## src/design/vga_consts.svh

```systemverilog
`ifndef VGA_CONSTS_SVH
`define VGA_CONSTS_SVH

// horizontal geometry, pixels per line
`define H_ACTIVE          64
`define H_TOTAL           80
`define HSYNC_START       68
`define HSYNC_END         76

// vertical geometry, lines per frame
`define V_ACTIVE          32
`define V_TOTAL           40
`define VSYNC_START       34
`define VSYNC_END         36

// screen in character cells
`define CELL_COLS         8
`define CELL_ROWS         4

`define PIPE_DELAY        2   // counters -> rgb, in clocks
`define CURSOR_FIRST_ROW  6   // underline covers glyph rows 6..7

`endif

```

## src/design/vga_pkg.sv

```systemverilog
package vga_pkg;

    // character code, or four packed 2-bit pixels in graphics mode
    typedef logic [7:0]  glyph_t;

    typedef logic [2:0]  cell_pos_t;   // row/col inside an 8x8 glyph
    typedef logic [3:0]  ega_color_t;  // text attribute colour index
    typedef logic [1:0]  cga_pixel_t;  // graphics pixel value
    typedef logic [11:0] rgb_t;        // 4 bits per channel, r in msbs

    typedef logic [4:0]  cell_addr_t;  // row-major cell index

    // {bg[3:0], fg[3:0], glyph[7:0]}
    typedef logic [15:0] cell_word_t;

    typedef logic [10:0] font_addr_t;  // glyph * 8 + row

    typedef logic [6:0]  hcount_t;
    typedef logic [5:0]  vcount_t;

    // vertical region of the current line
    typedef enum logic [1:0] {
        VS_ACTIVE,
        VS_FRONT,
        VS_SYNC,
        VS_BACK
    } sync_state_t;

endpackage

```

## src/design/pixel_if.sv

```systemverilog
// one pixel per clock from cell fetch to colour stage, no handshake
interface pixel_if;

    logic                active;          // visible area
    vga_pkg::glyph_t     glyph;
    vga_pkg::cell_pos_t  glyph_row;
    vga_pkg::cell_pos_t  glyph_col;
    vga_pkg::ega_color_t foreground;
    vga_pkg::ega_color_t background;
    logic                render_cursor;   // invert font bit
    vga_pkg::cga_pixel_t graphics_pixel;

    modport fetch (
        output active, glyph, glyph_row, glyph_col,
        output foreground, background,
        output render_cursor, graphics_pixel
    );

    modport color (
        input  active, glyph, glyph_row, glyph_col,
        input  foreground, background,
        input  render_cursor, graphics_pixel
    );

endinterface

```

## src/design/cell_fetch.sv

```systemverilog
`include "vga_consts.svh"

module cell_fetch (
    input  logic                clk,
    input  logic                rst,
    input  vga_pkg::hcount_t    h,
    input  vga_pkg::vcount_t    v,
    input  logic                active,
    input  logic                cell_we,
    input  vga_pkg::cell_addr_t cell_addr,
    input  vga_pkg::cell_word_t cell_data,
    input  logic                cursor_enable,
    input  vga_pkg::cell_addr_t cursor_pos,
    pixel_if.fetch              pix
);

    // character/attribute store with one word per cell
    vga_pkg::cell_word_t cell_ram [`CELL_COLS * `CELL_ROWS];

    vga_pkg::cell_addr_t rd_addr;
    vga_pkg::cell_pos_t  row;
    vga_pkg::cell_pos_t  col;
    logic                cursor_hit;

    vga_pkg::cell_word_t cell_q;
    vga_pkg::cell_pos_t  row_q;
    vga_pkg::cell_pos_t  col_q;
    logic                active_q;
    logic                cursor_q;
    vga_pkg::cga_pixel_t gfx_pix;

    // cell index v/8 * cols + h/8
    // garbage in blanking but never shown
    assign rd_addr = vga_pkg::cell_addr_t'((v / 8) * `CELL_COLS + (h / 8));
    assign row     = v[2:0];
    assign col     = h[2:0];

    // underline on the bottom glyph rows of the cursor cell
    assign cursor_hit = cursor_enable && (rd_addr == cursor_pos) &&
                        (row >= vga_pkg::cell_pos_t'(`CURSOR_FIRST_ROW));

    // display read sees the old word on a same-edge host write
    always_ff @(posedge clk) begin
        if (cell_we)
            cell_ram[cell_addr] <= cell_data;
        cell_q <= cell_ram[rd_addr];
        row_q  <= row;
        col_q  <= col;
    end

    always_ff @(posedge clk) begin
        if (rst) begin
            active_q <= 1'b0;
            cursor_q <= 1'b0;
        end else begin
            active_q <= active;
            cursor_q <= cursor_hit;
        end
    end

    // four 2-bit fields per graphics byte with the msbs leftmost
    // each field covers 2 screen pixels
    always_comb begin
        case (col_q[2:1])
            2'd0:    gfx_pix = cell_q[7:6];
            2'd1:    gfx_pix = cell_q[5:4];
            2'd2:    gfx_pix = cell_q[3:2];
            default: gfx_pix = cell_q[1:0];
        endcase
    end

    assign pix.active         = active_q;
    assign pix.glyph          = cell_q[7:0];
    assign pix.glyph_row      = row_q;
    assign pix.glyph_col      = col_q;
    assign pix.foreground     = cell_q[11:8];    // attr low nibble
    assign pix.background     = cell_q[15:12];   // attr high nibble
    assign pix.render_cursor  = cursor_q;
    assign pix.graphics_pixel = gfx_pix;

endmodule

```

## src/flat_wrapper.sv

```systemverilog
// flat-port wrapper written by rule: the top's interface ports become plain ports
module cell_fetch_flat 
  (clk, rst, h, v, active, cell_we, cell_addr, cell_data, cursor_enable, cursor_pos, pix_active, pix_glyph, pix_glyph_row, pix_glyph_col, pix_foreground, pix_background, pix_render_cursor, pix_graphics_pixel);
  pixel_if pix_i ();
  input  logic clk;
  input  logic rst;
  input  vga_pkg::hcount_t h;
  input  vga_pkg::vcount_t v;
  input  logic active;
  input  logic cell_we;
  input  vga_pkg::cell_addr_t cell_addr;
  input  vga_pkg::cell_word_t cell_data;
  input  logic cursor_enable;
  input  vga_pkg::cell_addr_t cursor_pos;
  output wire logic [$bits(pix_i.active)-1:0] pix_active;
  output wire logic [$bits(pix_i.glyph)-1:0] pix_glyph;
  output wire logic [$bits(pix_i.glyph_row)-1:0] pix_glyph_row;
  output wire logic [$bits(pix_i.glyph_col)-1:0] pix_glyph_col;
  output wire logic [$bits(pix_i.foreground)-1:0] pix_foreground;
  output wire logic [$bits(pix_i.background)-1:0] pix_background;
  output wire logic [$bits(pix_i.render_cursor)-1:0] pix_render_cursor;
  output wire logic [$bits(pix_i.graphics_pixel)-1:0] pix_graphics_pixel;
  assign pix_active = pix_i.active;
  assign pix_glyph = pix_i.glyph;
  assign pix_glyph_row = pix_i.glyph_row;
  assign pix_glyph_col = pix_i.glyph_col;
  assign pix_foreground = pix_i.foreground;
  assign pix_background = pix_i.background;
  assign pix_render_cursor = pix_i.render_cursor;
  assign pix_graphics_pixel = pix_i.graphics_pixel;
  cell_fetch u_core (.clk(clk), .rst(rst), .h(h), .v(v), .active(active), .cell_we(cell_we), .cell_addr(cell_addr), .cell_data(cell_data), .cursor_enable(cursor_enable), .cursor_pos(cursor_pos), .pix(pix_i));
endmodule
```

## config.mk

```make
export PLATFORM = sky130hd
export DESIGN_NAME = cell_fetch_flat
export DESIGN_NICKNAME = d
export VERILOG_FILES = /design/src/design/vga_pkg.sv /design/src/design/pixel_if.sv /design/src/design/cell_fetch.sv /design/src/flat_wrapper.sv
export VERILOG_INCLUDE_DIRS = /design/src /design/src/design
export SDC_FILE = /design/constraint.sdc
export NUM_CORES = 1
export LEC_CHECK = 0
export BUFFER_PORTS_ARGS = -buffer_cell sky130_fd_sc_hd__buf_2
export CORE_AREA = 5 5 232 234
export DETAILED_ROUTE_END_ITERATION = 8
export DIE_AREA = 0 0 237 239
export GPL_ROUTABILITY_DRIVEN = 0
export RECOVER_POWER = 50
export SYNTH_ARGS = -nofsm -noshare
export SYNTH_HDL_FRONTEND = slang
export SYNTH_SLANG_ARGS = --single-unit
export TNS_END_PERCENT = 50
```

## constraint.sdc

```tcl
create_clock -name clk -period 5.1 [get_ports clk]
set_input_delay 0.255 -clock clk [delete_from_list [all_inputs] [get_ports clk]]
set_output_delay 0.255 -clock clk [all_outputs]
set_load 0.05 [all_outputs]
```

After elaboration in Yosys (flattened, before gate mapping)
Memory sizes are Yosys's and may differ from the RTL's. A register that Yosys moved wholly into a read port is not among the register bits.
Index checks and enable logic that the tools add are counted.
{"block": "totals", "ff_bits": 8, "out_inout_bits": 26, "n_memories": 1, "ram_bits": 512}
{"name": "u_core.cell_ram", "words": 32, "width": 16, "read_ports": 1, "rd_clocked_by_memory_dff": 1, "wr": 1, "line": "cell_fetch.sv:18", "text": "vga_pkg::cell_word_t cell_ram [`CELL_COLS * `CELL_ROWS];"}
{"block": "op_classes", "magnitude_cmp": 1, "eq_ne": 3, "n_addsub": 1, "n_mux": 3, "reduce_logical": 3}
{"operator": "$pmux 2 s3", "count": 1}
{"operator": "$add 5x4->5", "count": 1}
{"operator": "$eq 5x5->1", "count": 1}
{"operator": "$ge 3x3->1 const B", "count": 1}
{"operator": "$eq 2x1->1 const B", "count": 1}
{"operator": "$eq 2x2->1 const B", "count": 1}
{"operator": "$logic_and 1x1->1", "count": 2}
{"operator": "$logic_not 2->1", "count": 1}
{"operator": "$mux 1", "count": 2}

Longest topological paths before layout
{"block": "logic_depth", "depth_word": 4, "ltp_mapped": 7}

Worst setup path before layout
Ideal clock, no wire load.
{"block": "synth_timing", "kind": "input to register", "from": "input port cell_addr[1]", "to": "memory u_core.cell_ram[12][0] in the netlist's numbering, enable pin", "n_path_buf": 1, "path_slack_ns": 3.105, "required_time_ns": 4.712, "arrival_time_ns": 1.607, "path_stages": 3, "setup_time_ns": 0.388, "cell_sequence": "or3b_2 > clkbuf_1 > nor2_1"}
{"element": "from (decl)", "line": "flat_wrapper.sv:11", "text": "input vga_pkg::cell_addr_t cell_addr;"}
{"element": "to (decl)", "line": "cell_fetch.sv:18"}
Straight into the memory's write port.

Worst setup path after layout
{"block": "layout_timing", "from": "input port h[6]", "to": "register u_core.cell_q[11], read port of u_core.cell_ram"}
{"block": "layout_between", "elab_chain_cells": 1}
{"element": "from (decl)", "line": "flat_wrapper.sv:7", "text": "input vga_pkg::hcount_t h;"}
{"element": "$add 5x4->5", "line": "cell_fetch.sv:34", "text": "assign rd_addr = vga_pkg::cell_addr_t'((v / 8) * `CELL_COLS + (h / 8));"}
{"element": "to (decl)", "line": "cell_fetch.sv:25", "text": "vga_pkg::cell_word_t cell_q;"}
Every way passes these cells.
A chain may end at the register's enable or synchronous reset.

==> impl_results.md <==
* Initial Utilization at 39.3%
* Drt pass-1 iters at 4
* Highest Clock Rate at 0.409 GHz
* Pin count of the biggest net entering global routing at 96
* Critical path class: input port to flip-flop
* Crit path arrival time at 2.90 ns
* Register-to-Register Path Depth at 4
* Worst hold path type: input port to flip-flop
* Hold Slack at 0.288 ns
* Most frequent cells in the layout: edfxtp_1 (512), mux4_2 (130), clkbuf_16 (57)
* Initial drt markers at 787
* Later-pin clock latency in the skew report at 0.60 ns
* Rel. slew slack at -12.8%
* DIE WIDTH at 237 um
* Leakage at 0.00745 uW
* Max Cap Violations at 14
* Core footprint at 0.0518 mm2
* Syn Inst Count at 864
* FP Rows at 84
* Via-to-Cell Ratio at 5.28
* Non-filler cells in the finished layout at 1735
* Origin of the critical flop-to-flop path: u_core.cell_ram[13][13]
* Global route overflow at 0
* Commonest non-fill, non-tap cell in the layout: edfxtp_1
* Tcrit/Tclk final at 48.0%
* WP data required at 5.55 ns
* Failing checks: capacitance limit, slew limit
* Clk slew on worst S/H paths at 0.06 ns
* Hpwl dp at 24.3 mm
* CP Launch Type: input port
* Final hold vios at 0
* Unrepaired setup endpoints after global routing: false
* TritonCTS clock tree: built
* Syn-to-layout area delta at 15.3%
* Layout Skew at 0.0167 ns
* WL/cell at 25.3 um
* Crit path time final at 2.45 ns
* GRT Total Usage at 15.4%
* CTS Root Cell: clkbuf_16
* Antenna-violating nets left at 0
* Sequential area share after synthesis at 77.9%
* Worst hold path stage count at 2
* Setup crit end kind: flip-flop
* Placed Cells at 1616
* DR DRC count at 0
* Htree depth at 2
* Cell Area, Placed at 0.0216 mm2
* Yosys cell types at 26
* Syn nets at 909
* Slew Limit Fails at 395
* Synthesized area at 0.0204 mm2
* Die outline height at 239 um
* #FFs+latches synth at 536
* CTS Buf Count at 56
* First-pass GRT wire length at 63.9 mm
* I/O pin total at 70
* Final #Nets at 1041
* R2r setup slk at 3.24 ns
* Power density cells at 407 mW/mm2
* Synth warnings at 0
* Hold Path Sink: u_core.pix.glyph_col[0]
* Area leader, netlist: edfxtp_1
* IO Port Bufs at 68
* Clock Tree Buf Depth at 3
* FF-to-FF End: u_core.cell_q[13]
* Avg Cell Area, Syn at 23.6 um2
* DIE AREA at 0.0566 mm2
* Setup TNS at 0 ns
* Setup Buffers After CTS at 0
* Initial antenna violation count at 5
* Maximum vdd drop at 0.305 mV
* Layout cells sized above 1 at 32.9%
* Area contributors post-synth: edfxtp_1 (76%), mux4_2 (14%), dfxtp_1 (2.4%)
* # setup viols final at 0
* Origin of the worst min-delay path: h[0]
* Post-route cell area at 0.0235 mm2
* Share of Yosys cell area claimed by the top area cell type at 75.5%
* Clock Sinks at 536
* Outcome: finished, violations left
* Drt total wl at 43.9 mm
* Crit Path Max Fanout at 16
* Vias in the first global route at 9365
* Worst-Margin Slew at 1.69 ns
* Via count at 9159
==> Yosys cell counts <==
cell type	count
clkbuf_1	12
edfxtp_1	512
nor4_1	1
nand2b_1	1
or3_1	1
xnor2_1	5
nand3b_1	5
buf_1	2
ha_1	1
dfxtp_1	24
nand2_1	2
or3b_2	3
a221oi_2	10
mux2_2	32
buf_8	2
nor2b_1	2
mux4_2	130
mux2i_1	32
buf_6	10
nand3_1	3
xor2_1	1
nor2_1	34
o22ai_1	16
a221oi_1	6
nand4b_1	1
buf_2	16
==> final cells by class <==
class                           count  area [um2]
Fill cell                        4355       28300
Sequential cell                   536       15900
Multi-Input combinational cell    286        4230
Clock buffer                       80        1560
Tap cell                          688         861
Timing Repair Buffer              116         708
Clock inverter                     26         251
Antenna cell                        3        7.51
==> worst max path at each step <==
| stage | start | to | slack (ns) | cells past startpoint |
|---|---|---|---|---|
| 6_report | h[6] | u_core.cell_q[11] | 2.65 | 6 |
| 5_1_grt | h[3] | u_core.pix.render_cursor | 2.47 | 6 |
| 4_1_cts | h[3] | u_core.cell_q[8] | 2.65 | 5 |
| 3_5_place_dp | h[3] | u_core.cell_q[8] | 2.00 | 5 |
| 3_3_place_gp | h[3] | u_core.cell_q[2] | 2.07 | 5 |
| 2_1_floorplan | cell_addr[1] | u_core.cell_ram[12][0] | 3.10 | 3 |
==> logic make-up after synthesis <==
| family | Yosys count | synth area share [%] |
|---|---|---|
| mux | 194 | 17.7 |
| fa+ha+maj | 1 | 0.0614 |
| buf+inv | 42 | 1.35 |
| xor+xnor | 6 | 0.258 |
| simple gates | 53 | 1.25 |
| flops | 536 | 77.9 |
| compound gates | 32 | 1.49 |
==> through the flow <==
step | util [%] | worst slack, ns | power (uW)
floorplan | - | 3.10 | 5420
global placement | 41.7 | 2.07 | 5650
detailed placement | 41.7 | 2.00 | 5660
CTS | 45.4 | 2.65 | 9660
global route | 45.3 | 2.47 | 9880
finish | 45.3 | 2.65 | 9560
==> state kept, by name, indices dropped and copies added (netlist names) <==
register / flops
u_core.pix.glyph_row: 3
u_core.pix.glyph_col: 3
u_core.cell_ram: 512
u_core.pix.active: 1
u_core.pix.render_cursor: 1
u_core.cell_q: 16
==> per-layer routing <==
metal  up-vias  GRT usage [%]  share of wire, %
met5         -              0             0.080
met4         8           4.50               2.2
met3        72           4.23               7.2
met2       268           24.2                47
met1      4848           21.3                43
li1       3963              -                 -
==> worst max-delay path: stages <==
cell and delay (ns):
buf_2 0.10, ha_1 0.20, xnor2_1 0.90, nand2_1 0.68
o22ai_1 0.69, a221oi_2 0.07
==> where the power goes <==
part / switching, uW / total [uW] / internal, uW
Clock: 1650 / 3990 / 2340
Sequential: 32.6 / 4940 / 4900
Combinational: 418 / 634 / 216
Total: 2100 / 9560 / 7460
==> what timing repair did <==
| item | 4_1_cts | 5_1_grt |
|---|---|---|
| hold buffers | 10 | 0 |
| gates resized for setup | 0 | 0 |
| hold endpoints to repair | 8 | 0 |
Power figures use the tool's default switching activity.
