--- src/design/vga_consts.svh ---
`ifndef VGA_CONSTS_SVH
`define VGA_CONSTS_SVH

// horizontal geometry, pixels per line
`define H_ACTIVE          64
`define H_TOTAL           80
`define HSYNC_START       68
`define HSYNC_END         76

// vertical geometry, lines per frame
`define V_ACTIVE          32
`define V_TOTAL           40
`define VSYNC_START       34
`define VSYNC_END         36

// screen in character cells
`define CELL_COLS         8
`define CELL_ROWS         4

`define PIPE_DELAY        2   // counters -> rgb, in clocks
`define CURSOR_FIRST_ROW  6   // underline covers glyph rows 6..7

`endif

--- src/design/vga_pkg.sv ---
package vga_pkg;

    // character code, or four packed 2-bit pixels in graphics mode
    typedef logic [7:0]  glyph_t;

    typedef logic [2:0]  cell_pos_t;   // row/col inside an 8x8 glyph
    typedef logic [3:0]  ega_color_t;  // text attribute colour index
    typedef logic [1:0]  cga_pixel_t;  // graphics pixel value
    typedef logic [11:0] rgb_t;        // 4 bits per channel, r in msbs

    typedef logic [4:0]  cell_addr_t;  // row-major cell index

    // {bg[3:0], fg[3:0], glyph[7:0]}
    typedef logic [15:0] cell_word_t;

    typedef logic [10:0] font_addr_t;  // glyph * 8 + row

    typedef logic [6:0]  hcount_t;
    typedef logic [5:0]  vcount_t;

    // vertical region of the current line
    typedef enum logic [1:0] {
        VS_ACTIVE,
        VS_FRONT,
        VS_SYNC,
        VS_BACK
    } sync_state_t;

endpackage

--- src/design/video_timing.sv ---
`include "vga_consts.svh"

module video_timing (
    input  logic             clk,
    input  logic             rst,
    output vga_pkg::hcount_t h,
    output vga_pkg::vcount_t v,
    output logic             active,
    output logic             hsync,
    output logic             vsync,
    output logic             de
);

    vga_pkg::sync_state_t   region;    // steps once per line
    vga_pkg::vcount_t       v_next;
    logic                   line_end;
    logic                   hs_now;
    logic [`PIPE_DELAY-1:0] hs_pipe;
    logic [`PIPE_DELAY-1:0] vs_pipe;
    logic [`PIPE_DELAY-1:0] de_pipe;

    assign line_end = (h == vga_pkg::hcount_t'(`H_TOTAL - 1));
    assign v_next   = (v == vga_pkg::vcount_t'(`V_TOTAL - 1)) ? '0 : v + 1'b1;

    always_ff @(posedge clk) begin
        if (rst) begin
            h <= '0;
            v <= '0;
        end else if (line_end) begin
            h <= '0;
            v <= v_next;   // wraps at V_TOTAL
        end else begin
            h <= h + 1'b1;
        end
    end

    // region fsm, looks ahead at the line about to start
    always_ff @(posedge clk) begin
        if (rst) begin
            region <= vga_pkg::VS_ACTIVE;
        end else if (line_end) begin
            case (region)
                vga_pkg::VS_ACTIVE:
                    if (v_next == vga_pkg::vcount_t'(`V_ACTIVE)) region <= vga_pkg::VS_FRONT;
                vga_pkg::VS_FRONT:
                    if (v_next == vga_pkg::vcount_t'(`VSYNC_START)) region <= vga_pkg::VS_SYNC;
                vga_pkg::VS_SYNC:
                    if (v_next == vga_pkg::vcount_t'(`VSYNC_END)) region <= vga_pkg::VS_BACK;
                default:
                    if (v_next == '0) region <= vga_pkg::VS_ACTIVE;   // back porch done
            endcase
        end
    end

    assign active = (h < vga_pkg::hcount_t'(`H_ACTIVE)) && (region == vga_pkg::VS_ACTIVE);
    assign hs_now = (h >= vga_pkg::hcount_t'(`HSYNC_START)) &&
                    (h < vga_pkg::hcount_t'(`HSYNC_END));

    // delay sync/de so they land with the rgb of the same pixel
    always_ff @(posedge clk) begin
        if (rst) begin
            hs_pipe <= '0;
            vs_pipe <= '0;
            de_pipe <= '0;
        end else begin
            hs_pipe <= {hs_pipe[`PIPE_DELAY-2:0], hs_now};
            vs_pipe <= {vs_pipe[`PIPE_DELAY-2:0], region == vga_pkg::VS_SYNC};
            de_pipe <= {de_pipe[`PIPE_DELAY-2:0], active};
        end
    end

    assign hsync = hs_pipe[`PIPE_DELAY-1];
    assign vsync = vs_pipe[`PIPE_DELAY-1];
    assign de    = de_pipe[`PIPE_DELAY-1];

    a_counters_in_range: assert property (@(posedge clk) disable iff (rst)
        h < vga_pkg::hcount_t'(`H_TOTAL) && v < vga_pkg::vcount_t'(`V_TOTAL));

    // delayed vsync must have drained before the visible lines start
    a_no_vsync_in_active: assert property (@(posedge clk) disable iff (rst)
        region == vga_pkg::VS_ACTIVE |-> !vsync);

endmodule

--- config.mk ---
export PLATFORM = sky130hd
export DESIGN_NAME = video_timing
export DESIGN_NICKNAME = d
export VERILOG_FILES = /design/src/design/vga_pkg.sv /design/src/design/video_timing.sv
export VERILOG_INCLUDE_DIRS = /design/src /design/src/design
export SDC_FILE = /design/constraint.sdc
export NUM_CORES = 1
export LEC_CHECK = 0
export BUFFER_PORTS_ARGS = -buffer_cell sky130_fd_sc_hd__buf_2
export CORE_UTILIZATION = 48
export CTS_CLUSTER_DIAMETER = 50
export DETAILED_ROUTE_END_ITERATION = 10
export HOLD_SLACK_MARGIN = 0.12
export PLACE_DENSITY = 0.85
export SYNTH_ARGS = -nofsm -noshare
export SYNTH_HDL_FRONTEND = slang
export SYNTH_SLANG_ARGS = --single-unit
--- constraint.sdc ---
create_clock -name clk -period 2 [get_ports clk]
set_clock_uncertainty 0.2 [all_clocks]
set_input_delay 0.1 -clock clk [delete_from_list [all_inputs] [get_ports clk]]
set_output_delay 0.1 -clock clk [all_outputs]
set_load 0.05 [all_outputs]
# Word level (Yosys, flattened, before mapping)
# Index checks and enable logic that the tools add are counted.
# classes
reduce_logical	7
eq_ne	10
n_addsub	2
order_cmp	3
n_mux	6
# ops
cell	n
== test 6 bit (second input constant)	4
less-than comparator 7 bit (second input constant)	2
two-way mux 2 bit	4
adder 7 x 1 -> 7 bit (second input constant)	1
== test 7 bit (second input constant)	1
greater-or-equal comparator 7 bit (second input constant)	1
adder 6 x 1 -> 6 bit (second input constant)	1
logical NOT 6 bit	1
two-way mux 6 bit	1
inequality test 2 bit (second input constant)	3
one-hot mux 2 bit (3 select lines)	1
AND reduction 5 bit	1
nonzero test 4 bit	1
== test 2 x 1 -> 1 bit (second input constant)	1
== test 2 bit (second input constant)	1
logical AND 1 bit	2
logical NOT 2 bit	1
OR reduction 2 bit	1
# word_totals
regBits	21

# Logic depth before layout (Yosys ltp)
# Gate-level depths: netlist of the first run.
# depth
ltp_word	5
ltp_mapped	7
depth_no_buf	7

# Worst setup path before layout of the first run
# Ideal clock, no wire load.
# synth_timing
kind	reg-to-reg
from	register v[0]
to	register region[0]
slack_ps	-320
path_stages_with_launch	8
path_buffers	0
t_arrival_ps	1999
cell_sequence	dfxtp_1 ha_1 nand3_1 nand2_1 o311ai_0 a221oi_1 nand4_1 mux2i_1
# synth_between
elab_chain_cells	5
elab_cells_between_ends	12
cone_classes	1 x add/sub; 7 x eq/ne; 1 x mux; 3 x reduce/logical
# synth_lines
item	line	source
start, declared	video_timing.sv:7	output vga_pkg::vcount_t v,
start signal, assigned	video_timing.sv:31	v <= v_next;
adder 6 x 1 -> 6 bit / == test 6 bit (equally long branches)	video_timing.sv:23	assign v_next = (v == vga_pkg::vcount_t'(`V_TOTAL - 1)) ? '0 : v + 1'b1;
two-way mux 6 bit *	video_timing.sv:23	
== test 6 bit (tied with other cells)	video_timing.sv:48	if (v_next == vga_pkg::vcount_t'(`VSYNC_END)) region <= vga_pkg::VS_BACK;
inequality test 2 bit (no line) / nonzero test 4 bit (equally long branches)	--	
AND reduction 5 bit (no line) *	--	
end signal, assigned	video_timing.sv:46	if (v_next == vga_pkg::vcount_t'(`VSYNC_START)) region <= vga_pkg::VS_SYNC;
end signal, assigned	video_timing.sv:48	
end signal, assigned	video_timing.sv:50	if (v_next == '0) region <= vga_pkg::VS_ACTIVE;
end, declared	video_timing.sv:14	vga_pkg::sync_state_t region;
# Every way passes the cells marked *; elsewhere a longest branch is shown, timed or not.
# A chain may end at the register's enable or synchronous reset.

# Worst setup path in the final report of the first run
# Same ends and word-level chain as after synthesis.

==> flow_metrics.env, run 1 <==
export IMPL_powerDensity_mw_per_mm2=558.5
export IMPL_status="complete, no violations"
export IMPL_synth_commonest_cells="dfxtp_1 (21), nor2_1 (11), nor2b_1 (8)"
export IMPL_dieArea_mm2=0.002411
export IMPL_yosys_most_used_dff="dfxtp_1"
export IMPL_core_area_mm2=0.002022
export IMPL_start_kind="flip-flop"
export IMPL_viasPerCell=5.488
export IMPL_drt_iter0_drc=30
export IMPL_worstMarginPinSlew_ns=0.4003
export IMPL_worstHoldPathType="reg -> reg"
export IMPL_synthTopCellsByArea="dfxtp_1 (39%), ha_1 (8.2%), nor2b_1 (4.7%), nor2_1 (3.9%), xnor2_1 (3.3%)"
export IMPL_grt_pass1_vias=794
export IMPL_power_total_w=0.0006883
export IMPL_setup_viol=0
export IMPL_slowest_stage="dfxtp_4"
export IMPL_ys_async_sr_fraction_pct=0
export IMPL_p_leak_nw=0.4875
export IMPL_hold_violations=0
export IMPL_postLayoutSetupSlackWorst_ns=0.1002
export IMPL_fmax_mhz=526.4
export IMPL_syn_avg_cell_area_um2=9.101
export IMPL_max_stage_delay_ns=0.41
export IMPL_drc=0
export IMPL_maxCapViolations=0
export IMPL_yosysWarnings=0
export IMPL_r2r_end="region[0]"
export IMPL_layout_drive_gt1_share_pct=29.63
export IMPL_ys_seq_elements=21
export IMPL_comb_power_share_pct=7.1
export IMPL_pin_count=19
export IMPL_worstSetupPathType="reg -> reg"
export IMPL_die_width_um=49.10
export IMPL_synthDistinctLibCells=36
export IMPL_synth_edf_count=0
export IMPL_antenna_left=0
export IMPL_required_ns=2.01
export IMPL_cts_clk_slew_worst_paths_ns=0.12
export IMPL_post_cts_setup_buffer_count=0
export IMPL_rr_startpoint="v[0]"
export IMPL_clkPwrFrac_pct=30.6
export IMPL_synth_top_area_share_pct=39.48
export IMPL_num_rows=16
export IMPL_p_switching_w=0.0001757
export IMPL_holdPathStages=1
export IMPL_fin_nets=145
export IMPL_end_kind="flip-flop"
export IMPL_wl_um=2094
export IMPL_crit_path_cell_trace="ha_4 -> nand3_1 -> nand2_1 -> o311ai_0 -> a221oi_1 -> nand4_1 -> mux2i_1"
export IMPL_seq_power_share_pct=62.3
export IMPL_start_util_pct=52.66
export IMPL_post_route_period_util_pct=94.99
export IMPL_grt_max_degree=24
export IMPL_synth_fp_nets=126
export IMPL_yosysTopAreaCell="dfxtp_1"
export IMPL_n_antenna_cell=0
export IMPL_cts_root_buffer="clkbuf_4"
export IMPL_report_final_slew_viol_count=0
export IMPL_cts_tree="built"
export IMPL_ys_seq_area_share_pct=39.48
export IMPL_dieHeight_um=49.10
export IMPL_pre_cts_ws_ns=0.06268
export IMPL_place_port_buffers=18
export IMPL_fillCellCount=172
export IMPL_rsz0062_at_grt="no"
export IMPL_worst_r2r_cell_count=7
export IMPL_synth_area_mm2=0.001065
export IMPL_syn_to_final_growth_pct=15.75
export IMPL_cts_max_level=1
export IMPL_finalCriticalPeriod_ns=1.900
export IMPL_clk_path_buf_depth=2
export IMPL_switching_share_pct=25.53
export IMPL_wl_per_cell_um=12.93
export IMPL_gr_usage_all_layers_pct=19.37
export IMPL_min_to="h[0]"
export IMPL_grt_pass1_wl_um=3512
export IMPL_cts_made_buffers=3
export IMPL_drt_pass1_iterations=4
export IMPL_hold_start="h[0]"
export IMPL_antenna_found_initial=0
export IMPL_via_count=889
export IMPL_clock_latency_ns=0.31
export IMPL_reg2reg_slack_ns=0.10
export IMPL_p_int_w=0.0005126
export IMPL_gp_congestion=0.9601
export IMPL_cp_max_fo=7
export IMPL_fin_tns_setup_ns=0
export IMPL_synth_most_common_cell="dfxtp_1"
export IMPL_gr_total_overflow=0
export IMPL_vdd_ir_drop_max_v=0.0004116
export IMPL_synthCells=117
export IMPL_maxSlewHeadroom_pct=73.31
export IMPL_dp_final_hpwl_um=1464
export IMPL_cts_sinks=21
export IMPL_arrival_ns=1.91
-- cells by family after synthesis --
| logic type | count (synthesis) | synth area share, % |
|---|---|---|
| buffers and inverters | 10 | 4.700 |
| multiplexers | 2 | 1.880 |
| XOR/XNOR | 8 | 6.580 |
| AO/OA/AOI/OAI | 20 | 11.75 |
| AND/OR/NAND/NOR | 49 | 27.38 |
| adder cells (fa/ha/maj) | 7 | 8.225 |
| flip-flops | 21 | 39.48 |
-- timing repair --
item | CTS | global route
endpoints found under the hold margin | 19 | 0
hold buffers | 1 | 0
resized for setup | 0 | 1
setup endpoints to repair | 0 | 2
-- layout by cell type, fill, tap and decap left out, types with 2 or more instances in the layout --
cell,netlist,final
inv_1,3,3
a21oi_1,5,5
clkbuf_4,0,3
xnor2_1,4,4
and3_4,2,2
mux2i_1,2,2
nand2b_1,4,4
nand2_1,4,4
ha_1,7,6
dfxtp_1,21,11
dfxtp_2,0,8
dfxtp_4,0,2
nor3b_1,3,3
nor2b_1,8,8
a31oi_1,2,2
o21ai_0,6,6
buf_2,1,18
xor2_1,4,4
nor2_1,11,11
nand2_2,2,2
nor3_1,6,6
nand3_1,3,3
buf_4,1,2
-- worst max-delay path by stage --
stage	from	endpoint	slack, ns	cells past startpoint
2_1_floorplan	v[4]	region[0]	0.003	5
3_3_place_gp	v[0]	region[0]	0.13	7
3_5_place_dp	v[0]	region[0]	0.06	7
4_1_cts	v[0]	region[0]	0.04	7
5_1_grt	v[0]	region[0]	0.009	7
6_report	v[0]	region[0]	0.10	7
-- critical path: cells and delay by family (launching register included) --
kind                       cells  cell delay, ns
adders and majority gates      1            0.18
muxes                          1            0.16
and+or+nand+nor                3            0.39
AOI/OAI and AO/OA              2            0.46
DFF                            1            0.41
-- layer usage --
metal / vias to the layer above / global-route usage (%) / routed length, µm
li1: 440 / - / -
met1: 419 / 21.81 / 941
met2: 26 / 34.02 / 1021
met3: 4 / 4.673 / 96
met4: 0 / 8.824 / 35
met5: - / 0 / 0
-- cell type report --
cell class	instances	area, µm²	share of cell area [%]
tap	27	33.78	2.741
inverter	3	11.26	0.9137
clock buffer	3	22.52	1.827
sequential	21	437.9	35.53
multi-input combinational	86	606.8	49.24
timing repair buffer	21	115.1	9.340
clock inverter	1	5.005	0.4061
-- power by group through the flow --
| stage | logic, W | registers [W] | clock network, W |
|---|---|---|---|
| 4_1_cts | 0.0000494 | 0.000429 | 0.000218 |
| 3_3_place_gp | 0.0000473 | 0.000438 | 0 |
| 5_1_grt | 0.0000532 | 0.000430 | 0.000232 |
| 2_1_floorplan | 0.0000158 | 0.000460 | 0 |
| 6_report | 0.0000491 | 0.000429 | 0.000210 |
| 3_5_place_dp | 0.0000477 | 0.000438 | 0 |
-- stage by stage --
stage               cells  hold WS, ns  cell area (µm²)  util, %
detailed placement    157       0.2311             1185    58.60
global placement      157       0.2167             1185    58.60
global route          162       0.2610             1232    60.95
finish                162       0.2438             1232    60.95
CTS                   162       0.2472             1222    60.46
floorplan             117      0.08027             1085        -
-- flip-flops by register name, indices dropped and copies added (netlist names) --
register	flops
v	6
hs_pipe	2
de_pipe	2
region	2
h	7
vs_pipe	2
(Power assumes the default switching activity.)
==> inputs of run 2 (changes only) <==
--- a/config.mk
+++ b/config.mk
@@ -11,7 +11,8 @@
 export CTS_CLUSTER_DIAMETER = 50
 export DETAILED_ROUTE_END_ITERATION = 10
 export HOLD_SLACK_MARGIN = 0.12
-export PLACE_DENSITY = 0.85
+export PLACE_DENSITY = 0.73
+export SLEW_MARGIN = 0
 export SYNTH_ARGS = -nofsm -noshare
 export SYNTH_HDL_FRONTEND = slang
 export SYNTH_SLANG_ARGS = --single-unit
==> run 2 against run 1 <==
  * Sequential share of layout area decreased by 0.39 points
  * First-iteration DRC count shrank 17%
  * Global-route usage down 0.85 points
  * Via count fell by 2.6%
  * Core utilization is 0.68 points higher
  * Critical path depth down 1
  * Die area unchanged
  * Maximum frequency grew 1.0%
  * Critical endpoint unchanged
  * Critical path type unchanged
  * Highest routed layer unchanged
==> flow_metrics.env, run 2 (synthesized netlist as in run 1, its figures left out) <==
export IMPL_post_route_period_util_pct=94.05
export IMPL_drc=0
export IMPL_multi_input_area_um2=606.8
export IMPL_rsz0062_at_grt="no"
export IMPL_finalInstanceArea_mm2=0.001246
export IMPL_drt_iter0_drc=25
export IMPL_wl_per_cell_um=12.59
export IMPL_maxSlewHeadroom_pct=74.51
export IMPL_arrival_ns=1.92
export IMPL_max_stage_delay_ns=0.45
export IMPL_cts_root_buffer="clkbuf_4"
export IMPL_viasPerCell=5.280
export IMPL_cts_tree="built"
export IMPL_antenna_left=0
export IMPL_crit_end="region[0]"
export IMPL_antenna_found_initial=0
export IMPL_register_area_um2=437.9
export IMPL_layout_common_cells="buf_2 (18), nor2_1 (11), dfxtp_1 (11), nor2b_1 (8), dfxtp_2 (8)"
export IMPL_crit_top_cell="and3_4"
export IMPL_fin_nets=147
export IMPL_start_util_pct=52.66
export IMPL_vdd_ir_drop_max_v=0.0004822
export IMPL_maxCapViolations=0
export IMPL_cts_max_level=1
export IMPL_fillCellCount=180
export IMPL_largest_reg_flops=7
export IMPL_dp_final_hpwl_um=1404
export IMPL_hold_worst_slack_ns=0.2478
export IMPL_final_common_cell="buf_2"
export IMPL_cp_num_cells=6
export IMPL_clk_path_buf_depth=2
export IMPL_cts_made_buffers=3
export IMPL_dieArea_mm2=0.002411
export IMPL_place_port_buffers=18
export IMPL_grt_pass1_wl_um=3422
export IMPL_core_area_mm2=0.002022
export IMPL_cp_max_fo=9
export IMPL_start_kind="flip-flop"
export IMPL_cts_clk_slew_worst_paths_ns=0.11
export IMPL_layout_drive_gt1_share_pct=29.93
export IMPL_top_regs="h (7), v (6)"
export IMPL_gr_total_overflow=0
export IMPL_fmax_mhz=531.7
export IMPL_p_leak_nw=0.4956
export IMPL_rr_startpoint="v[2]"
export IMPL_required_ns=2.04
export IMPL_worst_r2r_cell_count=6
export IMPL_gr_usage_all_layers_pct=18.52
export IMPL_worstSetupPathType="reg -> reg"
export IMPL_status="complete, no violations"
export IMPL_die_width_um=49.10
export IMPL_worstMarginPinSlew_ns=0.3824
export IMPL_wl_um=2064
export IMPL_grt_max_degree=24
export IMPL_drt_pass1_iterations=4
export IMPL_slowest_stage="dfxtp_2"
export IMPL_end_kind="flip-flop"
export IMPL_clock_latency_ns=0.31
export IMPL_syn_to_final_growth_pct=17.04
export IMPL_grt_pass1_vias=779
export IMPL_largest_register="h"
export IMPL_r2r_end="region[0]"
export IMPL_startpoint="v[2]"
export IMPL_gp_congestion=0.7946
export IMPL_cts_sinks=21
export IMPL_fin_tns_setup_ns=0
export IMPL_crit_family="simple AND/OR/NAND/NOR gates"
export IMPL_worstHoldPathType="reg -> reg"
export IMPL_via_count=866
export IMPL_setup_viol=0
export IMPL_hold_violations=0
export IMPL_cp_num_buf_inv=0
export IMPL_num_rows=16
export IMPL_report_final_slew_viol_count=0
export IMPL_placed_area_mm2=0.001192
export IMPL_finalCriticalPeriod_ns=1.881
export IMPL_n_antenna_cell=0
export IMPL_reg2reg_slack_ns=0.12
export IMPL_powerDensity_mw_per_mm2=550.1
export IMPL_crit_path_cell_trace="and3_4 -> and3_4 -> a31oi_1 -> a22oi_1 -> nand4_1 -> mux2i_1"
export IMPL_dieHeight_um=49.10
export IMPL_pin_count=19
==> run 2: final cells by class <==
type,instances,share of cell area (%)
inverters,3,0.9036
multi-input cells,86,48.69
clock buffers,4,2.108
repair buffers,23,10.44
flip-flops and latches,21,35.14
well taps,27,2.711
==> run 2: routing by layer <==
layer | GRT usage, % | vias up | share of wire [%]
li1 | - | 447 | -
met1 | 23.55 | 395 | 49
met2 | 29.68 | 19 | 46
met3 | 3.738 | 5 | 3.1
met4 | 8.824 | 0 | 2.3
met5 | 0 | - | 0
==> run 2: how the worst min path moves through the flow <==
stage | from | to | slack [ns] | cells past startpoint
final | h[0] | h[0] | 0.25 | 1
after global routing | h[0] | h[0] | 0.27 | 1
after CTS | h[0] | h[0] | 0.25 | 1
after detailed placement | h[0] | h[0] | 0.24 | 1
after global placement | hs_pipe[0] | hs_pipe[1] | 0.22 | 1
after floorplan | rst | region[1] | 0.08 | 2
==> run 2: power breakdown <==
group | internal, W | switching (W) | total (W)
logic | 0.0000142 | 0.0000349 | 0.0000491
registers | 0.000424 | 0.00000539 | 0.000429
clock network | 0.0000780 | 0.000129 | 0.000207
total | 0.000516 | 0.000170 | 0.000686
==> run 2: stage by stage <==
stage               worst slack, ns  instances  util, %  total power (W)
finish                       0.1191        164    61.63        0.0006855
global route                0.01654        164    61.63        0.0007185
floorplan                  0.002943        117        -        0.0004758
detailed placement          0.07740        158    58.97        0.0004862
CTS                         0.05323        163    60.77        0.0006985
global placement             0.1275        158    58.97        0.0004853
==> run 2: timing repair <==
action | CTS | global route
gates resized for setup | 0 | 1
hold buffers | 1 | 0
hold endpoints to repair | 19 | 0
setup buffers | 0 | 1
setup endpoints to repair | 0 | 2
==> inputs of run 3 (changes only) <==
--- a/config.mk
+++ b/config.mk
@@ -7,11 +7,13 @@
 export NUM_CORES = 1
 export LEC_CHECK = 0
 export BUFFER_PORTS_ARGS = -buffer_cell sky130_fd_sc_hd__buf_2
+export CORE_ASPECT_RATIO = 0.7
 export CORE_UTILIZATION = 48
 export CTS_CLUSTER_DIAMETER = 50
 export DETAILED_ROUTE_END_ITERATION = 10
 export HOLD_SLACK_MARGIN = 0.12
 export PLACE_DENSITY = 0.73
+export SKIP_LAST_GASP = 1
 export SLEW_MARGIN = 0
 export SYNTH_ARGS = -nofsm -noshare
 export SYNTH_HDL_FRONTEND = slang
==> run 3 against run 2 <==
  * Core utilization rose by 1.9 points
  * Die area is 0.12% higher
  * Total power is 1.4% lower
  * Sequential power hardly changed
  * Combinational power is essentially flat
  * Register-to-register slack better by 0.02 ns
  * Global-route usage fell by 0.72 points
  * Via count up 0.69%
  * Largest power group unchanged
==> flow_metrics.env, run 3 (synthesized netlist as in run 1, its figures left out) <==
export IMPL_setup_viol=0
export IMPL_largest_register="h"
export IMPL_n_antenna_cell=0
export IMPL_layout_drive_gt1_share_pct=30.66
export IMPL_antenna_found_initial=0
export IMPL_largest_reg_flops=7
export IMPL_reg2reg_slack_ns=0.13
export IMPL_start_util_pct=54.10
export IMPL_die_width_um=58.30
export IMPL_p_int_w=0.0005122
export IMPL_start_kind="flip-flop"
export IMPL_fmax_mhz=536.1
export IMPL_cts_tree="built"
export IMPL_clk_path_buf_depth=2
export IMPL_cp_max_fo=7
export IMPL_num_rows=13
export IMPL_max_stage_delay_ns=0.40
export IMPL_viasPerCell=5.222
export IMPL_fin_nets=147
export IMPL_cts_max_level=1
export IMPL_grt_pass1_wl_um=3394
export IMPL_slowest_stage="dfxtp_4"
export IMPL_crit_path_cell_trace="ha_4 -> nand3_1 -> nand2_1 -> o311ai_0 -> a221oi_1 -> nand4_1 -> mux2i_1"
export IMPL_worst_r2r_cell_count=7
export IMPL_fin_tns_setup_ns=0
export IMPL_via_count=872
export IMPL_holdPathStages=1
export IMPL_maxSlewHeadroom_pct=74.21
export IMPL_startpoint="v[0]"
export IMPL_worstHoldPathType="reg -> reg"
export IMPL_powerDensity_mw_per_mm2=540.5
export IMPL_top_regs="h (7), v (6)"
export IMPL_drt_iter0_drc=29
export IMPL_report_final_slew_viol_count=0
export IMPL_grt_max_degree=24
export IMPL_end_kind="flip-flop"
export IMPL_fillCellCount=166
export IMPL_maxCapViolations=0
export IMPL_comb_power_share_pct=7.2
export IMPL_gp_congestion=0.9382
export IMPL_grt_pass1_vias=751
export IMPL_pin_count=19
export IMPL_rsz0062_at_grt="no"
export IMPL_arrival_ns=1.86
export IMPL_p_leak_nw=0.4984
export IMPL_clock_latency_ns=0.30
export IMPL_clkPwrFrac_pct=29.3
export IMPL_post_route_period_util_pct=93.27
export IMPL_wl_per_cell_um=12.01
export IMPL_pre_cts_ws_ns=0.06107
export IMPL_gr_total_overflow=0
export IMPL_dp_final_hpwl_um=1456
export IMPL_gr_usage_all_layers_pct=17.79
export IMPL_crit_end="region[0]"
export IMPL_drc=0
export IMPL_worstMarginPinSlew_ns=0.3868
export IMPL_p_switching_w=0.0001640
export IMPL_core_area_mm2=0.001968
export IMPL_dieHeight_um=41.41
export IMPL_dieArea_mm2=0.002414
export IMPL_cts_sinks=21
export IMPL_vdd_ir_drop_max_v=0.0004304
export IMPL_status="complete, no violations"
export IMPL_cts_root_buffer="clkbuf_4"
export IMPL_r2r_end="region[0]"
export IMPL_finalCriticalPeriod_ns=1.865
export IMPL_wl_um=2006
export IMPL_syn_to_final_growth_pct=17.51
export IMPL_power_total_w=0.0006763
export IMPL_post_route_util_pct=63.57
export IMPL_seq_power_share_pct=63.5
export IMPL_antenna_left=0
export IMPL_switching_share_pct=24.25
export IMPL_cts_clk_slew_worst_paths_ns=0.12
export IMPL_required_ns=2.00
export IMPL_worstSetupPathType="reg -> reg"
export IMPL_layout_common_cells="buf_2 (18), nor2_1 (11), dfxtp_1 (11), nor2b_1 (8), dfxtp_2 (8)"
export IMPL_place_port_buffers=18
export IMPL_postLayoutSetupSlackWorst_ns=0.1345
export IMPL_finalInstanceArea_mm2=0.001251
export IMPL_hold_violations=0
export IMPL_final_common_cell="buf_2"
export IMPL_drt_pass1_iterations=4
export IMPL_cts_made_buffers=3
export IMPL_rr_startpoint="v[0]"
export IMPL_placed_area_mm2=0.001196
==> run 3: changes by cell type in the layout (fill, tap and decap cells not counted), sizes merged <==
cell / delta
clkinv: +1
clkbuf: -1
==> run 3: how the worst min path moves through the flow <==
stage,slack [ns],from,endpoint
after global placement,0.22,de_pipe[0],de_pipe[1]
final,0.25,vs_pipe[0],vs_pipe[1]
after CTS,0.25,vs_pipe[0],vs_pipe[1]
after floorplan,0.08,rst,region[1]
after global routing,0.27,h[0],h[0]
after detailed placement,0.23,vs_pipe[0],vs_pipe[1]
==> run 3: worst max-delay path: cells and delay by family, from the launching register on <==
family,cells,cell delay (ns)
AOI/OAI and AO/OA,2,0.43
DFF,1,0.40
and+or+nand+nor,3,0.39
adders and majority gates,1,0.18
muxes,1,0.16
==> run 3: per-layer routing <==
layer	track usage (%)	vias up	share of wire, %
li1	-	445	-
met1	26.80	409	52
met2	25.75	18	44
met3	5.607	0	4.1
met4	1.429	0	0
met5	0	-	0
==> run 3: cell type report <==
cell class / instances / area, µm² / area share, %
well taps: 30 / 37.54 / 3.000
clock inverters: 1 / 5.005 / 0.4000
clock buffers: 3 / 22.52 / 1.800
flip-flops and latches: 21 / 437.9 / 35.00
multi-input cells: 86 / 606.8 / 48.50
repair buffers: 23 / 130.1 / 10.40
inverters: 3 / 11.26 / 0.9000
==> run 3: what timing repair did <==
item	4_1_cts	5_1_grt
hold endpoints to repair	19	0
resized for setup	0	1
setup endpoints to repair	0	2
hold buffers	1	0
buffers inserted	0	1
==> run 3: through the flow <==
stage	hold WS, ns	instances
finish	0.2488	167
global route	0.2668	167
CTS	0.2544	166
detailed placement	0.2251	161
global placement	0.2184	161
floorplan	0.08027	117
==> run 3: power groups by stage <==
stage	Combinational [W]	Sequential, W	Clock (W)
floorplan	0.0000158	0.000460	0
global placement	0.0000471	0.000438	0
detailed placement	0.0000479	0.000439	0
CTS	0.0000495	0.000430	0.000208
global route	0.0000532	0.000431	0.000221
finish	0.0000488	0.000429	0.000198
